## src/hdl/mem_defines.svh

```systemverilog
`ifndef MEM_DEFINES_SVH
`define MEM_DEFINES_SVH

////////////////////////////////////////
// data memory geometry
////////////////////////////////////////

// word address width of the data ram
// byte address bits [1:0] select the lane
`define DMEM_AW 10

// number of 32-bit words, 2**DMEM_AW
`define DMEM_WORDS 1024

`endif

```

## src/hdl/mem_pkg.sv

```systemverilog
`default_nettype none

package mem_pkg;

  ////////////////////////////////////////
  // basic data types
  ////////////////////////////////////////

  // one data word
  typedef logic [31:0] word_t;

  // register number
  typedef logic [4:0] reg_idx_t;

  // one enable per byte lane
  typedef logic [3:0] be_t;

  ////////////////////////////////////////
  // pipeline control encodings
  ////////////////////////////////////////

  // load type, one-hot
  // ld_none gives a zero load result
  typedef enum logic [4:0] {
    ld_none = 5'b00000,
    ld_lb   = 5'b00001,
    ld_lh   = 5'b00010,
    ld_lw   = 5'b00100,
    ld_lbu  = 5'b01000,
    ld_lhu  = 5'b10000
  } load_ctrl_e;

  // store type, one-hot
  // st_none keeps all byte enables set
  typedef enum logic [2:0] {
    st_none = 3'b000,
    st_sb   = 3'b001,
    st_sh   = 3'b010,
    st_sw   = 3'b100
  } store_ctrl_e;

  // memory word, seen as bytes or as halfwords
  typedef union packed {
    logic [3:0][7:0]  b;
    logic [1:0][15:0] h;
  } mem_word_u;

endpackage

`default_nettype wire

```

## src/hdl/data_mem_if.sv

```systemverilog
`default_nettype none

`include "mem_defines.svh"

interface data_mem_if;
  import mem_pkg::*;

  // request side
  logic                req;
  logic                we;
  be_t                 be;
  logic [`DMEM_AW-1:0] addr;
  word_t               wdata;
  // arbiter answer, same cycle as req
  logic                gnt;
  // read data, one cycle after the taken request
  word_t               rdata;

  // pipeline stage or host port
  modport requester (output req, we, be, addr, wdata,
                     input  gnt, rdata);

  // arbiter side facing one requester
  modport arbiter (input  req, we, be, addr, wdata,
                   output gnt, rdata);

  // arbiter side facing the ram
  modport to_mem (output req, we, be, addr, wdata, gnt,
                  input  rdata);

  // the ram itself
  modport memory (input  req, we, be, addr, wdata, gnt,
                  output rdata);

endinterface

`default_nettype wire

```

## src/hdl/mem_arbiter.sv

```systemverilog
`default_nettype none

module mem_arbiter (
  input wire logic    clk,
  input wire logic    rst_n,
  // pipeline memory stage, highest priority
  data_mem_if.arbiter core,
  // debug host port
  data_mem_if.arbiter host,
  // shared ram
  data_mem_if.to_mem  ram
);
  import mem_pkg::*;

  logic  host_rd_q;
  word_t core_rdata_q;

  ////////////////////////////////////////
  // grant and request mux
  ////////////////////////////////////////

  // core never waits
  assign core.gnt = core.req;
  // host only in cycles the core leaves free
  assign host.gnt = host.req && !core.req;

  assign ram.req   = core.req || host.req;
  assign ram.gnt   = core.gnt || host.gnt;
  assign ram.we    = core.req ? core.we    : host.we;
  assign ram.be    = core.req ? core.be    : host.be;
  assign ram.addr  = core.req ? core.addr  : host.addr;
  assign ram.wdata = core.req ? core.wdata : host.wdata;

  ////////////////////////////////////////
  // read data return
  ////////////////////////////////////////

  // ram output holds a host word until the core reads again
  always_ff @(posedge clk or negedge rst_n) begin
    if (!rst_n) begin
      host_rd_q <= 1'b0;
    end else if (host.gnt && !host.we) begin
      host_rd_q <= 1'b1;
    end else if (core.gnt && !core.we) begin
      host_rd_q <= 1'b0;
    end
  end

  // last word that did not belong to the host
  always_ff @(posedge clk) begin
    if (!host_rd_q) begin
      core_rdata_q <= ram.rdata;
    end
  end

  // host sees the ram output directly
  assign host.rdata = ram.rdata;
  // core keeps its own word across host reads
  // so a frozen mem/wb result stays put
  assign core.rdata = host_rd_q ? core_rdata_q : ram.rdata;

endmodule

`default_nettype wire

```

## src/flat_wrapper.sv

```systemverilog
// flat-port wrapper written by rule: the top's interface ports become plain ports
module mem_arbiter_flat import mem_pkg::*;
  (clk, rst_n, core_req, core_we, core_be, core_addr, core_wdata, core_gnt, core_rdata, host_req, host_we, host_be, host_addr, host_wdata, host_gnt, host_rdata, ram_req, ram_we, ram_be, ram_addr, ram_wdata, ram_gnt, ram_rdata);
  data_mem_if core_i ();
  data_mem_if host_i ();
  data_mem_if ram_i ();
  input wire logic clk;
  input wire logic rst_n;
  input wire logic [$bits(core_i.req)-1:0] core_req;
  input wire logic [$bits(core_i.we)-1:0] core_we;
  input wire logic [$bits(core_i.be)-1:0] core_be;
  input wire logic [$bits(core_i.addr)-1:0] core_addr;
  input wire logic [$bits(core_i.wdata)-1:0] core_wdata;
  output wire logic [$bits(core_i.gnt)-1:0] core_gnt;
  output wire logic [$bits(core_i.rdata)-1:0] core_rdata;
  input wire logic [$bits(host_i.req)-1:0] host_req;
  input wire logic [$bits(host_i.we)-1:0] host_we;
  input wire logic [$bits(host_i.be)-1:0] host_be;
  input wire logic [$bits(host_i.addr)-1:0] host_addr;
  input wire logic [$bits(host_i.wdata)-1:0] host_wdata;
  output wire logic [$bits(host_i.gnt)-1:0] host_gnt;
  output wire logic [$bits(host_i.rdata)-1:0] host_rdata;
  output wire logic [$bits(ram_i.req)-1:0] ram_req;
  output wire logic [$bits(ram_i.we)-1:0] ram_we;
  output wire logic [$bits(ram_i.be)-1:0] ram_be;
  output wire logic [$bits(ram_i.addr)-1:0] ram_addr;
  output wire logic [$bits(ram_i.wdata)-1:0] ram_wdata;
  output wire logic [$bits(ram_i.gnt)-1:0] ram_gnt;
  input wire logic [$bits(ram_i.rdata)-1:0] ram_rdata;
  assign core_i.req = core_req;
  assign core_i.we = core_we;
  assign core_i.be = core_be;
  assign core_i.addr = core_addr;
  assign core_i.wdata = core_wdata;
  assign core_gnt = core_i.gnt;
  assign core_rdata = core_i.rdata;
  assign host_i.req = host_req;
  assign host_i.we = host_we;
  assign host_i.be = host_be;
  assign host_i.addr = host_addr;
  assign host_i.wdata = host_wdata;
  assign host_gnt = host_i.gnt;
  assign host_rdata = host_i.rdata;
  assign ram_req = ram_i.req;
  assign ram_we = ram_i.we;
  assign ram_be = ram_i.be;
  assign ram_addr = ram_i.addr;
  assign ram_wdata = ram_i.wdata;
  assign ram_gnt = ram_i.gnt;
  assign ram_i.rdata = ram_rdata;
  mem_arbiter u_core (.clk(clk), .rst_n(rst_n), .core(core_i), .host(host_i), .ram(ram_i));
endmodule
```

## config.mk

```make
export PLATFORM = sky130hd
export DESIGN_NAME = mem_arbiter_flat
export DESIGN_NICKNAME = d
export VERILOG_FILES = /design/src/hdl/mem_pkg.sv /design/src/hdl/data_mem_if.sv /design/src/hdl/mem_arbiter.sv /design/src/flat_wrapper.sv
export VERILOG_INCLUDE_DIRS = /design/src /design/src/hdl
export SDC_FILE = /design/constraint.sdc
export NUM_CORES = 1
export LEC_CHECK = 0
export BUFFER_PORTS_ARGS = -buffer_cell sky130_fd_sc_hd__buf_2
export CAP_MARGIN = 40
export CELL_PAD_IN_SITES_DETAIL_PLACEMENT = 1
export CELL_PAD_IN_SITES_GLOBAL_PLACEMENT = 1
export CORE_MARGIN = 2
export CORE_UTILIZATION = 22
export DETAILED_ROUTE_END_ITERATION = 16
export MAX_ROUTING_LAYER = met4
export PLACE_DENSITY_LB_ADDON = 0.1
export SLEW_MARGIN = 15
export SYNTH_ARGS = -nofsm -noshare
export SYNTH_HDL_FRONTEND = slang
export SYNTH_SLANG_ARGS = --single-unit
```

## constraint.sdc

```tcl
create_clock -name clk -period 1.1 [get_ports clk]
set_input_delay 0.055 -clock clk [delete_from_list [all_inputs] [get_ports clk]]
set_output_delay 0.055 -clock clk [all_outputs]
set_load 0.05 [all_outputs]
```

# == Word-level counts from Yosys, hierarchy flattened ==
# Cells that the tools add are included.
# totals
register_bits,33
out_inout_bits,115
# op_classes
n_mux,7
n_reduce_logical,9
# op_table
operator,count
32-bit two-way mux,2
10-bit two-way mux,1
4-bit two-way mux,1
1-bit logical AND,3
1-bit logical NOT,3
1-bit two-way mux,3
1-bit logical OR,2
2-bit nonzero test,1

# == Longest topological paths before layout ==
# Gate-level depths: netlist (run 1).
# depth
word_depth,4
ltp_mapped,4
mapped_depth_nobuf,2

# == Least setup slack after synthesis (run 1) ==
# No wires, ideal clock.
# synth_path
kind,register to register
start,register u_core.host_rd_q
end,register u_core.core_rdata_q[10]
setup_ps,152
arrival_time_ps,1011
setup_slack_ps,-64
stages_incl_launch_ff,4
period_less_slack_ps,1164
path_cell_list,dfrtp_1 > buf_6 > buf_6 > mux2_4
# synth_between
elab_chain_len,1
# synth_rtl
item,line_no,text
"start, declared",mem_arbiter.sv:15,logic host_rd_q;
"start signal, assigned",mem_arbiter.sv:41,host_rd_q <= 1'b0;
"start signal, assigned",mem_arbiter.sv:43,host_rd_q <= 1'b1;
"start signal, assigned",mem_arbiter.sv:45,host_rd_q <= 1'b0;
32-bit two-way mux,--,
via core_rdata[10],flat_wrapper.sv:15,output wire logic [$bits(core_i.rdata)-1:0] core_rdata;
"end signal, assigned",mem_arbiter.sv:52,core_rdata_q <= ram.rdata;
"end, declared",mem_arbiter.sv:16,word_t core_rdata_q;
# The timed path passes the listed nets, and every way through them passes these cells.
# A chain may end at the register's enable or synchronous reset.

# == Final worst setup path (run 1) ==
# layout_path
start,register u_core.host_rd_q
end,output port core_rdata[25]
# layout_between
elab_chain_len,1
# layout_rtl
item,line_no,text
32-bit two-way mux,mem_arbiter.sv:60,assign core.rdata = host_rd_q ? core_rdata_q : ram.rdata;
"end, declared",flat_wrapper.sv:15,
# Every way passes these cells.

==> impl_results.md, run 1 <==
* Status: complete, but fails checks
* Failing checks: negative setup slack
* Placer Congestion at 0.760
* Synth Area in XOR/XNOR at 0%
* Fin. Hold Viols at 0
* Slowest CP cell: dfrtp_2
* Power Total at a little over 0.005 W
* Core Region at 0.0102 mm²
* Detailed Routing Iterations Pass 1 at 4
* Mux cell area share after synthesis at about 50%
* Slew @ Worst Pin at around 270 ps
* Combinational power share at between 50% and 60%
* Max-Cap Viols at 0
* Synth Area in Compound Gates at less than 1%
* Cell count after synthesis at around 160
* Crit-path cells: buf_4 > mux2_4 > buf_4
* Switching Share at 41.9%
* Crit path largest cell delay at approximately 440 ps
* Fin crit period at 1460 ps
* GRT Util Overall at approximately an eighth
* Global-route wire length before repair at between 10000 and 15000 µm
* Number of fill cells at 1192
* Number of global-route vias before repair at around 2200
* Share of cells above drive strength 1 at between 90% and 100%
* Ys Warns at 0
* Gr ovfl total at 0
* # rows at 37
* Fin. max-slew vios at 0
* CP Launch Type: register
* Die Span X at roughly 110 µm
* Post-layout nets at around 500
* Number of sinks on the clock net at 33
* Hold crit path type: input pin to register
* Critical path peak fanout at 7
* PortBufs at ~240
* Initial Util at ~22%
* CTS buffer count at 5
* Post-CTS Setup Inserts at 0
* Seq/Total Area, Yosys at 29.3%
* Placed instance count at a little over 500
* Final-report setup violation count at 32
* Routed Antenna Nets at 0
* H-tree depth at 2
* Layout Utilization at between 30 and 40%
* CP required at between 1000 and 1500 ps
* Synth Area in Adders at 0%
* WL/cell at about 14 µm
* Clock Latency Late Sink at around 280 ps
* Mapped Avg Cell Area at about 14 µm²
* WP data arrival at between 1000 and 1500 ps
* Final worst slack at -356 ps
* Vias per std cell at about 3.8
* Die H at about 110 µm
* Power density of the placed cells at between 1000 and 1500 mW/mm²
* RSZ-0062 raised after global routing: yes
* TNS Setup at -10620 ps
* F_max at slightly below 700 MHz
* Clock Path Buffers at 2
* Clock root cell: clkbuf_8
* Area Growth Syn to Fin at 61.4%
* Clock network power share at 22.1%
* Syn Nets at between 200 and 300
* Largest net degree at the start of global routing at 28
* Power Internal at around 0.003 W
* Crit Path Class: register to output port
* Clk pin slew, worst setup/hold paths at 70 ps
* Clock skew at ~8.0 ps
* Drt total wl at ~7400 µm
* Slew headroom at 81.9%
* Main combinational cell family by area after synthesis: multiplexers
* DPL Wire Length at roughly 6400 µm
* I/O pin count at between 200 and 250
* CP dominant cell by count: buf_4
* Non-filler cells, final at 513
* CTS tree: built
* Final critical-path share of the clock period at 132%
* Flop and latch count out of synthesis at 33
* Simple-Gate Fraction of Synth Area at less than 1%
* Initial drt markers at 22
* Die Area at roughly 0.011 mm²
* Fin Hold WS at 27.0 ps
* VDD IR max at 0.567 mV
* Critical Path Sink Type: output port
* Synthesized area at ~0.0023 mm²
* Antenna violations before repair at 0
* LEAKAGE at slightly above 2 nW
* Antenna diodes at 0
* Most common cell after layout, fill and taps aside: buf_2
* Net Switching at about 0.0022 W
* Highest-count cells in the layout ignoring fill and taps: 212 x buf_2, 75 x mux2_4, 32 x dfxtp_1, 31 x buf_6
* Vias after detailed routing at about 2000
* Sequential share of power at between 20% and 30%
* # DRC at 0
* Synth cell types at 12
[registers in the layout (all words and copies together) (netlist names)]
signal / count
u_core.core_rdata_q: 32
u_core.host_rd_q: 1
[logic make-up (layout without fill, tap and decap cells)]
family / after synthesis / count (layout)
buffers and inverters: 44 / 260
flip-flops: 33 / 33
AND/OR/NAND/NOR: 4 / 4
AO/OA/AOI/OAI: 1 / 1
multiplexers: 79 / 79
[power by group through the flow]
stage                     registers [W]  logic [W]  clock network, W
final                           0.00137    0.00265           0.00114
after detailed placement        0.00140    0.00247                 0
after global placement          0.00140    0.00246                 0
after floorplan                 0.00138    0.00201                 0
after CTS                       0.00137    0.00267           0.00121
after global routing            0.00139    0.00277           0.00126
[per-stage QoR]
stage / setup slack (ps) / area, µm²
floorplan: -63.3 / 2280
global placement: -91.9 / 3350
detailed placement: -104 / 3350
CTS: -399 / 3670
global route: -413 / 3670
finish: -356 / 3670
[Yosys cell counts (all sizes together)]
library cell / count / area [µm²]
or2: 1 / 6.26
nand2: 1 / 3.75
nor2b: 2 / 12.5
dfxtp: 32 / 641
buf: 44 / 407
a2bb2oi: 1 / 8.76
dfrtp: 1 / 25.0
mux2: 79 / 1170
[timing repair]
action	in CTS	in global routing
endpoints found under the setup margin	32	42
hold buffers	1	0
pin swaps	0	0
resized for setup	62	1
endpoints found under the hold margin	1	0
cloned	0	0
[area by class of cell]
| class | instances | area (µm²) | share of cell area [%] |
|---|---|---|---|
| Timing Repair Buffer | 252 | 1520 | 41.3 |
| Multi-Input combinational cell | 84 | 1200 | 32.7 |
| Tap cell | 136 | 170 | 4.63 |
| Clock buffer | 5 | 68.8 | 1.87 |
| Sequential cell | 33 | 667 | 18.2 |
| Clock inverter | 3 | 46.3 | 1.26 |
[path summary, 6_finish.rpt]
check                                                  endpoint  slack (ps)                           start  depth (start not counted)
worst min register to register   u_core.core_rdata_q[5]$_DFF_P_         480  u_core.core_rdata_q[5]$_DFF_P_                          1
worst max register to register   u_core.core_rdata_q[6]$_DFF_P_          20    u_core.host_rd_q$_DFFE_PN0P_                          2
min in group asynchronous          u_core.host_rd_q$_DFFE_PN0P_          80                           rst_n                          2
worst min-delay path            u_core.core_rdata_q[25]$_DFF_P_          30                   ram_rdata[25]                          2
worst max-delay path                             core_rdata[25]        -360    u_core.host_rd_q$_DFFE_PN0P_                          3
max in group asynchronous          u_core.host_rd_q$_DFFE_PN0P_         920                           rst_n                          2
[per-layer routing]
metal	GRT usage, %	wire (µm)
met3	2.91	536
met2	26.0	4200
met5	-	0
met4	2.26	44
met1	13.2	2660
[critical path, delay by kind of cell, from the launching register on]
family   cells  cell delay [ps]
flops        1              440
buf+inv      2              380
mux          1              300
(Power assumes the default switching activity.)
==> run 2: changes to the inputs <==
--- a/config.mk
+++ b/config.mk
@@ -13,7 +13,6 @@
 export CORE_MARGIN = 2
 export CORE_UTILIZATION = 22
 export DETAILED_ROUTE_END_ITERATION = 16
-export MAX_ROUTING_LAYER = met4
 export PLACE_DENSITY_LB_ADDON = 0.1
 export SLEW_MARGIN = 15
 export SYNTH_ARGS = -nofsm -noshare
==> constraint.sdc (replaced) <==
create_clock -name clk -period 1.3 [get_ports clk]
set_input_delay 0.065 -clock clk [delete_from_list [all_inputs] [get_ports clk]]
set_output_delay 0.065 -clock clk [all_outputs]
set_load 0.05 [all_outputs]
==> run 2 against run 1 <==
  * The flow still finishes with violations (negative setup slack)
  * Via count increased by 1.4%
  * Utilization decreased by 0.37 points
  * Worst hold slack gained 12 ps
  * Clock power fell by 14%
  * Largest power group unchanged
==> impl_results.md, run 2 (synthesized netlist as in run 1, its figures left out) <==
* Placer Congestion at between 0.7 and 0.8
* Crit Path Class: register to output port
* DPL Wire Length at 6720 µm
* Fin crit period at ~1500 ps
* Layout Utilization at between 30 and 40%
* Core Region at 0.0102 mm²
* Final worst slack at -193 ps
* Initial drt markers at 21
* Reg with most FFs: u_core.core_rdata_q
* Antenna violations before repair at 0
* Slew @ Worst Pin at roughly 270 ps
* Critical Path Sink Type: output port
* LEAKAGE at a little over 2 nW
* Post-CTS Setup Inserts at 0
* H-tree depth at 2
* Number of global-route vias before repair at ~2100
* VDD IR max at 0.411 mV
* Critical path peak fanout at 16
* Power Total at approximately 0.0044 W
* Status: complete, but fails checks
* CP startpoint: u_core.host_rd_q$_DFFE_PN0P_
* Antenna diodes at 0
* Highest-count cells in the layout ignoring fill and taps: 218 x buf_2, 76 x mux2_4, 32 x dfxtp_1, 19 x buf_6, 7 x buf_4
* Drt total wl at ~7600 µm
* Routed Antenna Nets at 0
* TNS Setup at -5090 ps
* CTS tree: built
* # rows at 37
* Clock Path Buffers at 2
* Most common cell after layout, fill and taps aside: buf_2
* Slew headroom at between 80% and 90%
* Die Span X at 106 µm
* Clk pin slew, worst setup/hold paths at about 70 ps
* Final critical-path share of the clock period at 115%
* Global-route wire length before repair at 11300 µm
* F_max at about 670 MHz
* WP data arrival at between 1000 and 1500 ps
* Largest registers: u_core.core_rdata_q x32, u_core.host_rd_q x1
* Power density of the placed cells at roughly 1200 mW/mm²
* GRT Util Overall at 13.0%
* WL/cell at between 10 and 15 µm
* Clock skew at roughly 2.1 ps
* RSZ-0062 raised after global routing: yes
* Worst r2r dst: u_core.core_rdata_q[31]$_DFF_P_
* CP Launch Type: register
* CTS buffer count at 5
* Clock Latency Late Sink at ~270 ps
* Fin. max-slew vios at 0
* I/O pin count at 245
* Launching point of the worst reg2reg path: u_core.host_rd_q$_DFFE_PN0P_
* Post-layout nets at 505
* Non-filler cells, final at slightly above 500
* CP required at between 1000 and 1500 ps
* Die Area at ~0.011 mm²
* PortBufs at between 200 and 250
* Crit path to: core_rdata[31]
* Max-Cap Viols at 0
* Clock root cell: clkbuf_8
* Initial Util at around 22%
* Final-report setup violation count at 32
* Die H at ~110 µm
* Cell depth of the worst flop-to-flop path at 2
* Detailed Routing Iterations Pass 1 at 3
* Hold crit path type: input pin to register
* Vias after detailed routing at ~2000
* # DRC at 0
* Max reg flops at 32
* Share of cells above drive strength 1 at between 80 and 90%
* Worst reg2reg setup slack at 190 ps
* Area Growth Syn to Fin at 59.8%
* Number of sinks on the clock net at 33
* Failing checks: negative setup slack
* Largest net degree at the start of global routing at 32
* Placed instance count at just over 500
* Vias per std cell at slightly below 4
* Fin. Hold Viols at 0
* Gr ovfl total at 0
[run 2: cell types whose count changed in the layout (fill, tap and decap cells not counted), sizes merged]
cell,previous run,this run
clkinv,1,0
buf,251,249
clkinvlp,1,0
clkbuf,5,8
[run 2: final cells by class]
cell class                 count  area (µm²)
clock buffer                   7        86.3
clock inverter                 1        30.0
fill                        1205        6550
multi-input combinational     84        1210
sequential                    33         667
tap                          136         170
timing repair buffer         251        1480
[run 2: report_power, final]
| group | internal [W] | total, W | switching [W] |
|---|---|---|---|
| clock | 0.000625 | 0.000983 | 0.000358 |
| combinational | 0.000810 | 0.00221 | 0.00140 |
| sequential | 0.00113 | 0.00116 | 0.0000348 |
| total | 0.00256 | 0.00436 | 0.00179 |
[run 2: per-layer routing]
| metal | global-route usage, % | vias up | share of wire [%] |
|---|---|---|---|
| li1 | - | 948 | - |
| met1 | 13.3 | 909 | 35 |
| met2 | 24.6 | 132 | 53 |
| met3 | 4.64 | 8 | 9.7 |
| met4 | 3.95 | 0 | 1.8 |
| met5 | 0 | - | 0 |
[run 2: worst min path at each step]
stage / startpoint / to / cells past startpoint
6_report: ram_rdata[16] / u_core.core_rdata_q[16]$_DFF_P_ / 2
5_1_grt: ram_rdata[26] / u_core.core_rdata_q[26]$_DFF_P_ / 2
4_1_cts: ram_rdata[20] / u_core.core_rdata_q[20]$_DFF_P_ / 2
3_5_place_dp: rst_n / u_core.host_rd_q$_DFFE_PN0P_ / 1
3_3_place_gp: rst_n / u_core.host_rd_q$_DFFE_PN0P_ / 1
2_1_floorplan: rst_n / u_core.host_rd_q$_DFFE_PN0P_ / 0
[run 2: worst max-delay path, stage by stage (launching register included)]
cell and delay (ps):
dfrtp_2 430, buf_12 190, mux2_2 370, buf_6 160
[run 2: metrics by stage]
stage	hold WS, ps	cell area, µm²	setup slack (ps)
CTS	22.0	3630	-232
finish	38.6	3630	-193
global route	22.6	3630	-265
detailed placement	-155	3370	67.7
floorplan	-231	2270	136
global placement	-156	3370	94.7
[run 2: timing repair]
item                                    CTS  global route
endpoints found under the setup margin   32            32
cloned                                    0             0
resized for setup                        42             2
hold buffers                              1             0
endpoints found under the hold margin     1             0
