$ cat src/hdl/mem_defines.svh
`ifndef MEM_DEFINES_SVH
`define MEM_DEFINES_SVH

////////////////////////////////////////
// data memory geometry
////////////////////////////////////////

// word address width of the data ram
// byte address bits [1:0] select the lane
`define DMEM_AW 10

// number of 32-bit words, 2**DMEM_AW
`define DMEM_WORDS 1024

`endif

$ cat src/hdl/mem_pkg.sv
`default_nettype none

package mem_pkg;

  ////////////////////////////////////////
  // basic data types
  ////////////////////////////////////////

  // one data word
  typedef logic [31:0] word_t;

  // register number
  typedef logic [4:0] reg_idx_t;

  // one enable per byte lane
  typedef logic [3:0] be_t;

  ////////////////////////////////////////
  // pipeline control encodings
  ////////////////////////////////////////

  // load type, one-hot
  // ld_none gives a zero load result
  typedef enum logic [4:0] {
    ld_none = 5'b00000,
    ld_lb   = 5'b00001,
    ld_lh   = 5'b00010,
    ld_lw   = 5'b00100,
    ld_lbu  = 5'b01000,
    ld_lhu  = 5'b10000
  } load_ctrl_e;

  // store type, one-hot
  // st_none keeps all byte enables set
  typedef enum logic [2:0] {
    st_none = 3'b000,
    st_sb   = 3'b001,
    st_sh   = 3'b010,
    st_sw   = 3'b100
  } store_ctrl_e;

  // memory word, seen as bytes or as halfwords
  typedef union packed {
    logic [3:0][7:0]  b;
    logic [1:0][15:0] h;
  } mem_word_u;

endpackage

`default_nettype wire

$ cat src/hdl/data_mem_if.sv
`default_nettype none

`include "mem_defines.svh"

interface data_mem_if;
  import mem_pkg::*;

  // request side
  logic                req;
  logic                we;
  be_t                 be;
  logic [`DMEM_AW-1:0] addr;
  word_t               wdata;
  // arbiter answer, same cycle as req
  logic                gnt;
  // read data, one cycle after the taken request
  word_t               rdata;

  // pipeline stage or host port
  modport requester (output req, we, be, addr, wdata,
                     input  gnt, rdata);

  // arbiter side facing one requester
  modport arbiter (input  req, we, be, addr, wdata,
                   output gnt, rdata);

  // arbiter side facing the ram
  modport to_mem (output req, we, be, addr, wdata, gnt,
                  input  rdata);

  // the ram itself
  modport memory (input  req, we, be, addr, wdata, gnt,
                  output rdata);

endinterface

`default_nettype wire

$ cat src/hdl/mem_stage.sv
`default_nettype none

`include "mem_defines.svh"

module mem_stage (
  input  wire logic                 clk,
  input  wire logic                 rst_n,
  input  wire logic                 dbg,
  // ex/mem pipeline fields
  input  wire mem_pkg::word_t       ex_mem_alures,
  input  wire mem_pkg::word_t       ex_mem_dout_rs2,
  input  wire mem_pkg::reg_idx_t    ex_mem_rs2,
  input  wire mem_pkg::reg_idx_t    ex_mem_rd,
  input  wire logic                 ex_mem_regwrite,
  input  wire logic                 ex_mem_memread,
  input  wire logic                 ex_mem_memwrite,
  input  wire mem_pkg::load_ctrl_e  ex_mem_loadctrl,
  input  wire mem_pkg::store_ctrl_e ex_mem_storectrl,
  // result of the instruction now in writeback
  input  wire mem_pkg::word_t       wb_res,
  // mem/wb pipeline fields
  output mem_pkg::word_t            mem_wb_alures,
  output mem_pkg::reg_idx_t         mem_wb_rd,
  output logic                      mem_wb_regwrite,
  output logic                      mem_wb_memread,
  output mem_pkg::word_t            mem_wb_memres,
  data_mem_if.requester             mem
);
  import mem_pkg::*;

  logic [1:0] off;
  be_t        be;
  logic       fwd;
  word_t      store_src;
  logic [1:0] off_q;
  logic [1:0] load_shift;
  load_ctrl_e ld_q;
  mem_word_u  load_w;

  // rotate a word left by n byte lanes
  function automatic word_t rotl_bytes(input word_t w, input logic [1:0] n);
    word_t r;
    case (n)
      2'd0:    r = w;
      2'd1:    r = {w[23:0], w[31:24]};
      2'd2:    r = {w[15:0], w[31:16]};
      default: r = {w[7:0], w[31:8]};
    endcase
    return r;
  endfunction

  ////////////////////////////////////////
  // store path
  ////////////////////////////////////////

  // byte offset inside the word
  assign off = ex_mem_alures[1:0];

  always_comb begin
    case (ex_mem_storectrl)
      st_sb: be = be_t'(4'b0001 << off);
      st_sh: begin
        // halfword at offset 3 wraps into lane 0
        case (off)
          2'd0:    be = 4'b0011;
          2'd1:    be = 4'b0110;
          2'd2:    be = 4'b1100;
          default: be = 4'b1001;
        endcase
      end
      // sw and no store
      default: be = 4'b1111;
    endcase
  end

  // previous instruction writes the register this store reads
  assign fwd = mem_wb_regwrite && (mem_wb_rd != 5'd0) && (mem_wb_rd == ex_mem_rs2);
  assign store_src = fwd ? wb_res : ex_mem_dout_rs2;

  // no request while halted for the host
  assign mem.req   = (ex_mem_memread || ex_mem_memwrite) && !dbg;
  assign mem.we    = ex_mem_memwrite;
  assign mem.be    = be;
  assign mem.addr  = ex_mem_alures[`DMEM_AW+1:2];
  // data moved into the addressed lanes
  assign mem.wdata = rotl_bytes(store_src, off);

  ////////////////////////////////////////
  // mem/wb register
  ////////////////////////////////////////

  // control fields, frozen while dbg is high
  always_ff @(posedge clk or negedge rst_n) begin
    if (!rst_n) begin
      mem_wb_regwrite <= 1'b0;
      mem_wb_memread  <= 1'b0;
      ld_q            <= ld_none;
    end else if (!dbg) begin
      mem_wb_regwrite <= ex_mem_regwrite;
      mem_wb_memread  <= ex_mem_memread;
      // load type only kept when a read was actually taken
      ld_q            <= (mem.gnt && !mem.we) ? ex_mem_loadctrl : ld_none;
    end
  end

  // data fields
  always_ff @(posedge clk) begin
    if (!dbg) begin
      mem_wb_alures <= ex_mem_alures;
      mem_wb_rd     <= ex_mem_rd;
      off_q         <= off;
    end
  end

  ////////////////////////////////////////
  // load path
  ////////////////////////////////////////

  // right rotate by off_q is a left rotate by 4 - off_q
  assign load_shift = 2'd0 - off_q;
  // addressed byte or half lands in the low lanes
  assign load_w = rotl_bytes(mem.rdata, load_shift);

  always_comb begin
    case (ld_q)
      ld_lb:   mem_wb_memres = {{24{load_w.b[0][7]}}, load_w.b[0]};
      ld_lh:   mem_wb_memres = {{16{load_w.h[0][15]}}, load_w.h[0]};
      ld_lw:   mem_wb_memres = word_t'(load_w);
      ld_lbu:  mem_wb_memres = {24'h000000, load_w.b[0]};
      ld_lhu:  mem_wb_memres = {16'h0000, load_w.h[0]};
      default: mem_wb_memres = '0;
    endcase
  end

endmodule

`default_nettype wire

$ cat src/flat_wrapper.sv
// flat-port wrapper written by rule: the top's interface ports become plain ports
module mem_stage_flat import mem_pkg::*;
  (clk, rst_n, dbg, ex_mem_alures, ex_mem_dout_rs2, ex_mem_rs2, ex_mem_rd, ex_mem_regwrite, ex_mem_memread, ex_mem_memwrite, ex_mem_loadctrl, ex_mem_storectrl, wb_res, mem_wb_alures, mem_wb_rd, mem_wb_regwrite, mem_wb_memread, mem_wb_memres, mem_req, mem_we, mem_be, mem_addr, mem_wdata, mem_gnt, mem_rdata);
  data_mem_if mem_i ();
  input  wire logic clk;
  input  wire logic rst_n;
  input  wire logic dbg;
  input  wire mem_pkg::word_t ex_mem_alures;
  input  wire mem_pkg::word_t ex_mem_dout_rs2;
  input  wire mem_pkg::reg_idx_t ex_mem_rs2;
  input  wire mem_pkg::reg_idx_t ex_mem_rd;
  input  wire logic ex_mem_regwrite;
  input  wire logic ex_mem_memread;
  input  wire logic ex_mem_memwrite;
  input  wire mem_pkg::load_ctrl_e ex_mem_loadctrl;
  input  wire mem_pkg::store_ctrl_e ex_mem_storectrl;
  input  wire mem_pkg::word_t wb_res;
  output mem_pkg::word_t mem_wb_alures;
  output mem_pkg::reg_idx_t mem_wb_rd;
  output logic mem_wb_regwrite;
  output logic mem_wb_memread;
  output mem_pkg::word_t mem_wb_memres;
  output wire logic [$bits(mem_i.req)-1:0] mem_req;
  output wire logic [$bits(mem_i.we)-1:0] mem_we;
  output wire logic [$bits(mem_i.be)-1:0] mem_be;
  output wire logic [$bits(mem_i.addr)-1:0] mem_addr;
  output wire logic [$bits(mem_i.wdata)-1:0] mem_wdata;
  input wire logic [$bits(mem_i.gnt)-1:0] mem_gnt;
  input wire logic [$bits(mem_i.rdata)-1:0] mem_rdata;
  assign mem_req = mem_i.req;
  assign mem_we = mem_i.we;
  assign mem_be = mem_i.be;
  assign mem_addr = mem_i.addr;
  assign mem_wdata = mem_i.wdata;
  assign mem_i.gnt = mem_gnt;
  assign mem_i.rdata = mem_rdata;
  mem_stage u_core (.clk(clk), .rst_n(rst_n), .dbg(dbg), .ex_mem_alures(ex_mem_alures), .ex_mem_dout_rs2(ex_mem_dout_rs2), .ex_mem_rs2(ex_mem_rs2), .ex_mem_rd(ex_mem_rd), .ex_mem_regwrite(ex_mem_regwrite), .ex_mem_memread(ex_mem_memread), .ex_mem_memwrite(ex_mem_memwrite), .ex_mem_loadctrl(ex_mem_loadctrl), .ex_mem_storectrl(ex_mem_storectrl), .wb_res(wb_res), .mem_wb_alures(mem_wb_alures), .mem_wb_rd(mem_wb_rd), .mem_wb_regwrite(mem_wb_regwrite), .mem_wb_memread(mem_wb_memread), .mem_wb_memres(mem_wb_memres), .mem(mem_i));
endmodule
$ cat config.mk
export PLATFORM = sky130hd
export DESIGN_NAME = mem_stage_flat
export DESIGN_NICKNAME = d
export VERILOG_FILES = /design/src/hdl/mem_pkg.sv /design/src/hdl/data_mem_if.sv /design/src/hdl/mem_stage.sv /design/src/flat_wrapper.sv
export VERILOG_INCLUDE_DIRS = /design/src /design/src/hdl
export SDC_FILE = /design/constraint.sdc
export NUM_CORES = 1
export LEC_CHECK = 0
export BUFFER_PORTS_ARGS = -buffer_cell sky130_fd_sc_hd__buf_2
export CORE_MARGIN = 2
export CORE_UTILIZATION = 45
export CTS_CLUSTER_DIAMETER = 150
export CTS_CLUSTER_SIZE = 30
export DETAILED_ROUTE_END_ITERATION = 10
export PLACE_DENSITY_LB_ADDON = 0.25
export SYNTH_ARGS = -nofsm -noshare
export SYNTH_HDL_FRONTEND = slang
export SYNTH_SLANG_ARGS = --single-unit
$ cat constraint.sdc
create_clock -name clk -period 5.6 [get_ports clk]
set_clock_uncertainty 0.2 [all_clocks]
set_input_delay 0.28 -clock clk [delete_from_list [all_inputs] [get_ports clk]]
set_output_delay 0.28 -clock clk [all_outputs]
set_load 0.05 [all_outputs]
; After elaboration in Yosys (flattened, before gate mapping)
; Index checks and enable logic that the tools add are counted.
[totals]
mem_count = 0
reg_bits = 46
ramBits = 0
mem_bits_ro = 0
input_bits = 153
wordCells = 37
latch_bits = 0
out_inout_bits = 119
[classes]
n_addsub = 1
muxes = 7
div_mod_pow = 0
reduce_logical = 10
n_eq_ne = 12
n_lt_le_gt_ge = 0
bitwise_logic = 0
mul = 0
shift = 1
[ops]
columns = op, n
row1 = one-hot mux 32 bit (3 select lines), 2
row2 = one-hot mux 32 bit (5 select lines), 1
row3 = two-way mux 32 bit, 1
row4 = one-hot mux 4 bit (3 select lines), 1
row5 = one-hot mux 4 bit (2 select lines), 1
row6 = == test 5 x 1 -> 1 bit (second input constant), 1
row7 = == test 5 x 2 -> 1 bit (second input constant), 1
row8 = == test 5 x 3 -> 1 bit (second input constant), 1
row9 = == test 5 x 4 -> 1 bit (second input constant), 1
row10 = == test 5 bit, 1
row11 = == test 5 bit (second input constant), 1
row12 = two-way mux 5 bit, 1
row13 = nonzero test 5 bit, 1
row14 = == test 2 x 1 -> 1 bit (second input constant), 2
row15 = == test 2 bit (second input constant), 2
row16 = logical AND 1 bit, 4
row17 = logical NOT 2 bit, 2
row18 = << shifter 1 x 2 -> 4 bit (first input constant), 1
row19 = == test 3 x 1 -> 1 bit (second input constant), 1
row20 = == test 3 x 2 -> 1 bit (second input constant), 1
row21 = logical NOT 1 bit, 2
row22 = subtractor 1 x 2 -> 2 bit (first input constant), 1
row23 = logical OR 1 bit, 1

; Logic depth before layout (Yosys ltp)
; Gate-level depths: netlist of the first run.
[logic_depth]
depth_word = 5
depth_mapped = 7
ltp_nobuf = 6

; Least setup slack after synthesis of the first run
; OpenSTA, ideal clock, no wires.
[synth_timing]
kind = reg2out
startpoint = reg u_core.mem_wb_alures[1] (netlist name)
endpoint = out mem_wb_memres[20]
n_path_buf = 3
arrival_ns = 2.898
setup_slack_ns = 2.222
stages_incl_launch_ff = 7
t_required_ns = 5.120
cell_sequence = edfxtp_1 > clkbuf_1 > buf_2 > buf_2 > mux2i_1 > and2_1 > o31ai_1
[synth_rtl]
columns = item, line_no
row1 = to (decl), flat_wrapper.sv:22  ; output mem_pkg::word_t mem_wb_memres;

; Worst setup path after layout of the first run
[layout_timing]
startpoint = reg u_core.mem_wb_rd[1]
endpoint = out mem_wdata[26]
[layout_via]
elab_chain_cells = 5
word_cells_on_any_way = 6
[layout_lines]
columns = item, line_no
row1 = from (decl), mem_stage.sv:23  ; output mem_pkg::reg_idx_t mem_wb_rd,
row2 = from (signal assigned), mem_stage.sv:110  ; mem_wb_rd <= ex_mem_rd;
row3 = nonzero test 5 bit, mem_stage.sv:77  ; assign fwd = mem_wb_regwrite && (mem_wb_rd != 5'd0) && (mem_wb_rd == ex_mem_rs2);
row4 = logical AND 1 bit, mem_stage.sv:77
row5 = logical AND 1 bit (*), mem_stage.sv:77
row6 = two-way mux 32 bit (*), mem_stage.sv:78  ; assign store_src = fwd ? wb_res : ex_mem_dout_rs2;
row7 = one-hot mux 32 bit (3 select lines) (*), mem_stage.sv:43  ; case (n)
row8 = to (decl), flat_wrapper.sv:27  ; output wire logic [$bits(mem_i.wdata)-1:0] mem_wdata;
; Mark *: on every way between the ends. The rest lies on a longest branch, timed or not.

==> results.toml, run 1 <==
[run_status]
status = "completed"

[logic_synthesis]
ys_top_cells_by_area = "edfxtp_1 20%, mux2i_1 15%, nand2_1 12%, mux2_1 5.9%, a311o_1 5.8%"
synth.cell_area_um2 = 5510
muxShareOfSynthArea = 0.251
synth_area_per_cell_um2 = 8.31
synth-xor-area-share = 0.00954
ys_seq_elements = 44
synth_nets = 821
synth_compound_gate_area_share = 0.190
synth_edf_count = 37
ys_warn_count = 0
synth_fa_ha_area_frac = 0.0114
synthCells = 663
synth_area_leader_cell = "edfxtp_1"
ys_seq_area_frac = 0.234
synth_top_cell_area_share = 0.202
synth_top_family_by_area = "multiplexers"
yosysUniqueCellTypes = 45
synthFlopType = "edfxtp_1"
async_flop_share = 0.159
synth_simple_gate_area_frac = 0.207

[finish]
num-nets-final = 1064
layout_common_cells = "271 x buf_2, 172 x nand2_1, 82 x mux2i_1, 37 x edfxtp_1, 36 x dlygate4sd3_1"
fin_util = 0.595
n_antenna_cell = 0
nFillCells = 1105
final_common_cell = "buf_2"
drive_gt1_frac = 0.348
syn_to_final_growth_pct = 29.2

[detailed_routing]
drtPass1Iterations = 5
routed_via_density = 5.67
wl_mm = 17.3
ant_nets = 0
drc = 0
wl_per_cell_um = 16.4
vias = 5971
drtIter0Drc = 516

[setup_path]
crit_fanout = 34
critPathLaunchType = "flop"
r2r_slack_ns = 4.59
arrival_ns = 3.57
cp-startpoint = "u_core.mem_wb_rd[1]"
crit_type = "flop to output port"
reg2regPathDepth = 1
required_ns = 5.12
timing.rr.end = "u_core.mem_wb_regwrite"
endpoint = "mem_wdata[26]"
r2r_start = "u_core.mem_wb_regwrite"
critPathCaptureType = "output port"

[timing]
timing.hold.ws_ns = 0.0316
drv_slew = 0
setup_viol = 0
fin_crit_ns = 4.05
finalSetupTns_ns = 0
tightest_slew_ns = 1.20
slew_headroom = 0.200
finalHoldViolCount = 0
rsz0062_at_grt = "false"
fmaxAchievable_ghz = 0.247
finalCritPeriodShare = 0.723

[die]
initial_core_util = 0.460
core_um2 = 12000
dieArea_um2 = 13100
ios = 272
num_rows = 40
die_w_um = 115
fp.dieH_um = 115

[pwr]
p_leak_nw = 2.93
power_density_nw_per_um2 = 205
finalPower_mw = 1.46
ir_worst_vdd_mv = 0.230

[placed_design]
gp_congestion = 0.897
post-dp-hpwl_mm = 11.8
numPortBuffers = 271

[run]
maxCapViolations = 0

[cts]
clockBufferDepth = 2
cts_tree = "built"
numCtsBuffers = 5
clkLatencyLatePin_ns = 0.28
cts-root-buf = "clkbuf_16"
cts_resized = 0
clock-sinks = 44
post_cts.repair.setup_buffers = 0
cts-htree-levels = 2
clk_pin_slew_ns = 0.06

[grt]
grt_pass1_wl_mm = 26.3
grt_pass1_vias = 5318
grt.overflow.total = 0
antenna_found_initial = 0
grt_max_degree = 94
grtUsageTotal = 0.244

[worst_hold_path]
min_path_type = "primary input to flop"
==> synthesized netlist by cell type, types with 7 or more instances <==
master	count
a211oi_1	7
a21oi_1	15
a311o_1	32
and2_1	8
buf_2	7
buf_4	16
buf_6	11
clkbuf_1	37
dfrtp_1	7
edfxtp_1	37
mux2_1	29
mux2_2	21
mux2i_1	82
nand2_1	172
nor2_1	34
nor4_1	32
o21ai_0	25
o31ai_1	7
o32a_1	32
==> sequential cells by signal, summed over array words and instances (netlist names) <==
name                    cells
u_core.mem_wb_rd            5
u_core.ld_q                 5
u_core.mem_wb_memread       1
u_core.mem_wb_alures       31
u_core.off_q                1
u_core.mem_wb_regwrite      1
==> kinds of logic (layout without fill, tap and decap cells) <==
logic type,after synthesis,count (layout)
AO/OA/AOI/OAI,131,131
XOR/XNOR,6,6
adder cells (fa/ha/maj),5,5
buffers and inverters,82,326
flip-flops,44,44
multiplexers,132,132
AND/OR/NAND/NOR,263,263
==> what timing repair did <==
item	4_1_cts	5_1_grt
endpoints found under the setup margin	0	0
hold endpoints to repair	42	0
hold buffers	36	0
==> how the worst min path moves through the flow <==
stage | from | to | cells past startpoint
6_report | ex_mem_loadctrl[4] | u_core.ld_q[4] | 3
5_1_grt | ex_mem_regwrite | u_core.mem_wb_regwrite | 2
4_1_cts | ex_mem_loadctrl[4] | u_core.ld_q[4] | 3
3_5_place_dp | rst_n | u_core.mem_wb_regwrite | 1
3_3_place_gp | rst_n | u_core.mem_wb_memread | 1
2_1_floorplan | rst_n | u_core.ld_q[0] | 0
==> per-layer routing <==
| metal | global-route usage | up-vias | share of wire |
|---|---|---|---|
| met1 | 0.325 | 2728 | 0.42 |
| met2 | 0.420 | 275 | 0.49 |
| met4 | 0.0553 | 0 | 0.016 |
| met5 | 0 | - | 0 |
| met3 | 0.0355 | 24 | 0.072 |
| li1 | - | 2944 | - |
==> final cells by class <==
cell class | count | area (µm²) | share of cell area
sequential | 44 | 1290 | 0.181
timing repair buffer | 314 | 1780 | 0.250
clock inverter | 3 | 23.8 | 0.00334
tap | 147 | 184 | 0.0258
inverter | 4 | 15.0 | 0.00211
multi-input combinational | 537 | 3700 | 0.520
clock buffer | 5 | 125 | 0.0176
==> power by group <==
part,switching (mW),internal (mW),total (mW)
Combinational,0.543,0.229,0.772
Sequential,0.0119,0.383,0.395
Clock,0.128,0.166,0.294
Total,0.683,0.778,1.46
==> through the flow <==
step / setup slack [ns] / instance area [µm²] / std cells
2_1_floorplan: 2.22 / 5510 / 663
5_1_grt: 1.33 / 7120 / 1054
6_report: 1.55 / 7120 / 1054
4_1_cts: 1.57 / 7120 / 1054
3_5_place_dp: 1.86 / 6610 / 1010
3_3_place_gp: 1.81 / 6610 / 1010
==> critical path, stage by stage, from the launching register on <==
cell	delay, ns
edfxtp_1	0.39
xnor2_1	0.22
nand3_2	0.56
or3_1	1.01
a311o_1	0.55
o32a_1	0.30
buf_2	0.22
Note: power is estimated with default switching activity, not from simulation.
==> run 2: changes to the inputs <==
==> constraint.sdc (replaced) <==
create_clock -name clk -period 4 [get_ports clk]
set_clock_uncertainty 0.2 [all_clocks]
set_input_delay 0.2 -clock clk [delete_from_list [all_inputs] [get_ports clk]]
set_output_delay 0.2 -clock clk [all_outputs]
set_load 0.05 [all_outputs]
==> run 2 against run 1 <==
Compared with the run above:
- sequential cell count stayed put
- routed wire length is essentially flat
- global-route usage rose by 0.18 points
- register-to-register slack worse by 1.6 ns
- setup slack worse by 0.84 ns
- clock-buffer cell count stayed put
- sequential share of layout area decreased by 0.45 points
- sequential power rose by 41%
- non-clock buffer count rose by 16
==> results.toml, run 2 (synthesized netlist as in run 1, its figures left out) <==
[detailed_routing]
wl_per_cell_um = 16.1
vias = 6042
ant_nets = 0
drtPass1Iterations = 5
drc = 0
drtIter0Drc = 426
routed_via_density = 5.64
wl_mm = 17.3

[die]
dieArea_um2 = 13100
initial_core_util = 0.460
ios = 272
num_rows = 40
core_um2 = 12000
fp.dieH_um = 115
die_w_um = 115

[cts]
post_cts.repair.setup_buffers = 0
clock-sinks = 44
numCtsBuffers = 5
clockBufferDepth = 2
cts_hold_buf = 45
cts_resized = 0
cts-htree-levels = 2
cts-root-buf = "clkbuf_16"
cts_tree = "built"
clkLatencyLatePin_ns = 0.28
clk_pin_slew_ns = 0.06

[finish]
num-nets-final = 1080
final_common_cell = "buf_2"
largest_reg_flops = 31
syn_to_final_growth_pct = 32.5
top_register = "u_core.mem_wb_alures"
reg_top3 = "u_core.mem_wb_alures (31), u_core.ld_q (5), u_core.mem_wb_rd (5)"
drive_gt1_frac = 0.350
fin_util = 0.610
nFillCells = 1059
regArea_um2 = 1290
multi_input_comb_area_um2 = 3700
layout_common_cells = "271 x buf_2, 172 x nand2_1, 82 x mux2i_1, 45 x dlygate4sd3_1, 37 x edfxtp_1"

[timing]
tightest_slew_ns = 1.16
rsz0062_at_grt = "false"
finalCritPeriodShare = 0.823
drv_slew = 0
finalSetupTns_ns = 0
setup_viol = 0
fin_crit_ns = 3.29
fmaxAchievable_ghz = 0.304
finalHoldViolCount = 0
slew_headroom = 0.225

[setup_path]
critPathLaunchType = "primary input"
required_ns = 3.60
crit_fanout = 34
max_stage_delay_ns = 0.88
critical_path.most_common_cell = "buf_2"
critPathCaptureType = "output port"
arrival_ns = 2.89
crit_family = "buffers and inverters"
r2r_slack_ns = 3.01
crit_chain = "dlygate4sd3_1 > buf_2 > ha_1 > buf_4 > inv_1 > o22ai_1 > nand2b_1 > buf_2"
crit_type = "primary input to output port"
critPathSlowestCell = "inv_1"
cp.buffers_inverters = 5

[grt]
grt_pass1_wl_mm = 26.6
grt_max_degree = 96
grt_pass1_vias = 5394
antenna_found_initial = 1
grt.overflow.total = 0
grtUsageTotal = 0.246

[placed_design]
gp_congestion = 0.873
post-dp-hpwl_mm = 12.1
numPortBuffers = 271

[pwr]
ir_worst_vdd_mv = 0.358
p_leak_nw = 3.02
power_density_nw_per_um2 = 290

[run_status]
status = "completed"

[worst_hold_path]
min_path_type = "primary input to async pin"

[run]
maxCapViolations = 0
## run 2: worst paths after layout
path                                           to                    from  cells after the start
hold reg to reg            u_core.mem_wb_regwrite  u_core.mem_wb_regwrite                      1
setup / recovery                        mem_be[1]        ex_mem_alures[0]                      8
max in group asynchronous          u_core.ld_q[1]                   rst_n                      2
min in group clk                   u_core.ld_q[0]                     dbg                      3
setup reg to reg            u_core.mem_wb_memread   u_core.mem_wb_memread                      1
hold / removal             u_core.mem_wb_regwrite                   rst_n                      2
## run 2: routing by layer
metal  share of wire  global-route usage
met5               0                   0
met4           0.015              0.0577
met3           0.072              0.0355
met2            0.49               0.429
met1            0.42               0.322
## run 2: layout make-up
class,instances,area share
multi-input cells,537,0.507
repair buffers,330,0.265
flip-flops and latches,44,0.176
well taps,147,0.0252
clock buffers,5,0.0171
clock inverters,3,0.00634
inverters,4,0.00206
diodes,2,0.000686
## run 2: power by group
group          leakage (nW)  switching [mW]  internal (mW)
sequential            0.453          0.0214          0.537
combinational          2.49           0.759          0.331
clock                0.0804           0.175          0.297
total                  3.02           0.955           1.16
## run 2: stage by stage
stage,instance area (µm²),setup WS (ns),instances,power [mW],hold WS (ns)
finish,7300,0.708,1072,2.12,0.0832
global route,7300,0.541,1071,2.21,0.104
CTS,7290,0.686,1070,2.12,0.0679
detailed placement,6670,1.04,1017,1.62,-0.154
global placement,6670,1.05,1017,1.61,-0.159
floorplan,5510,0.702,663,1.36,-0.296
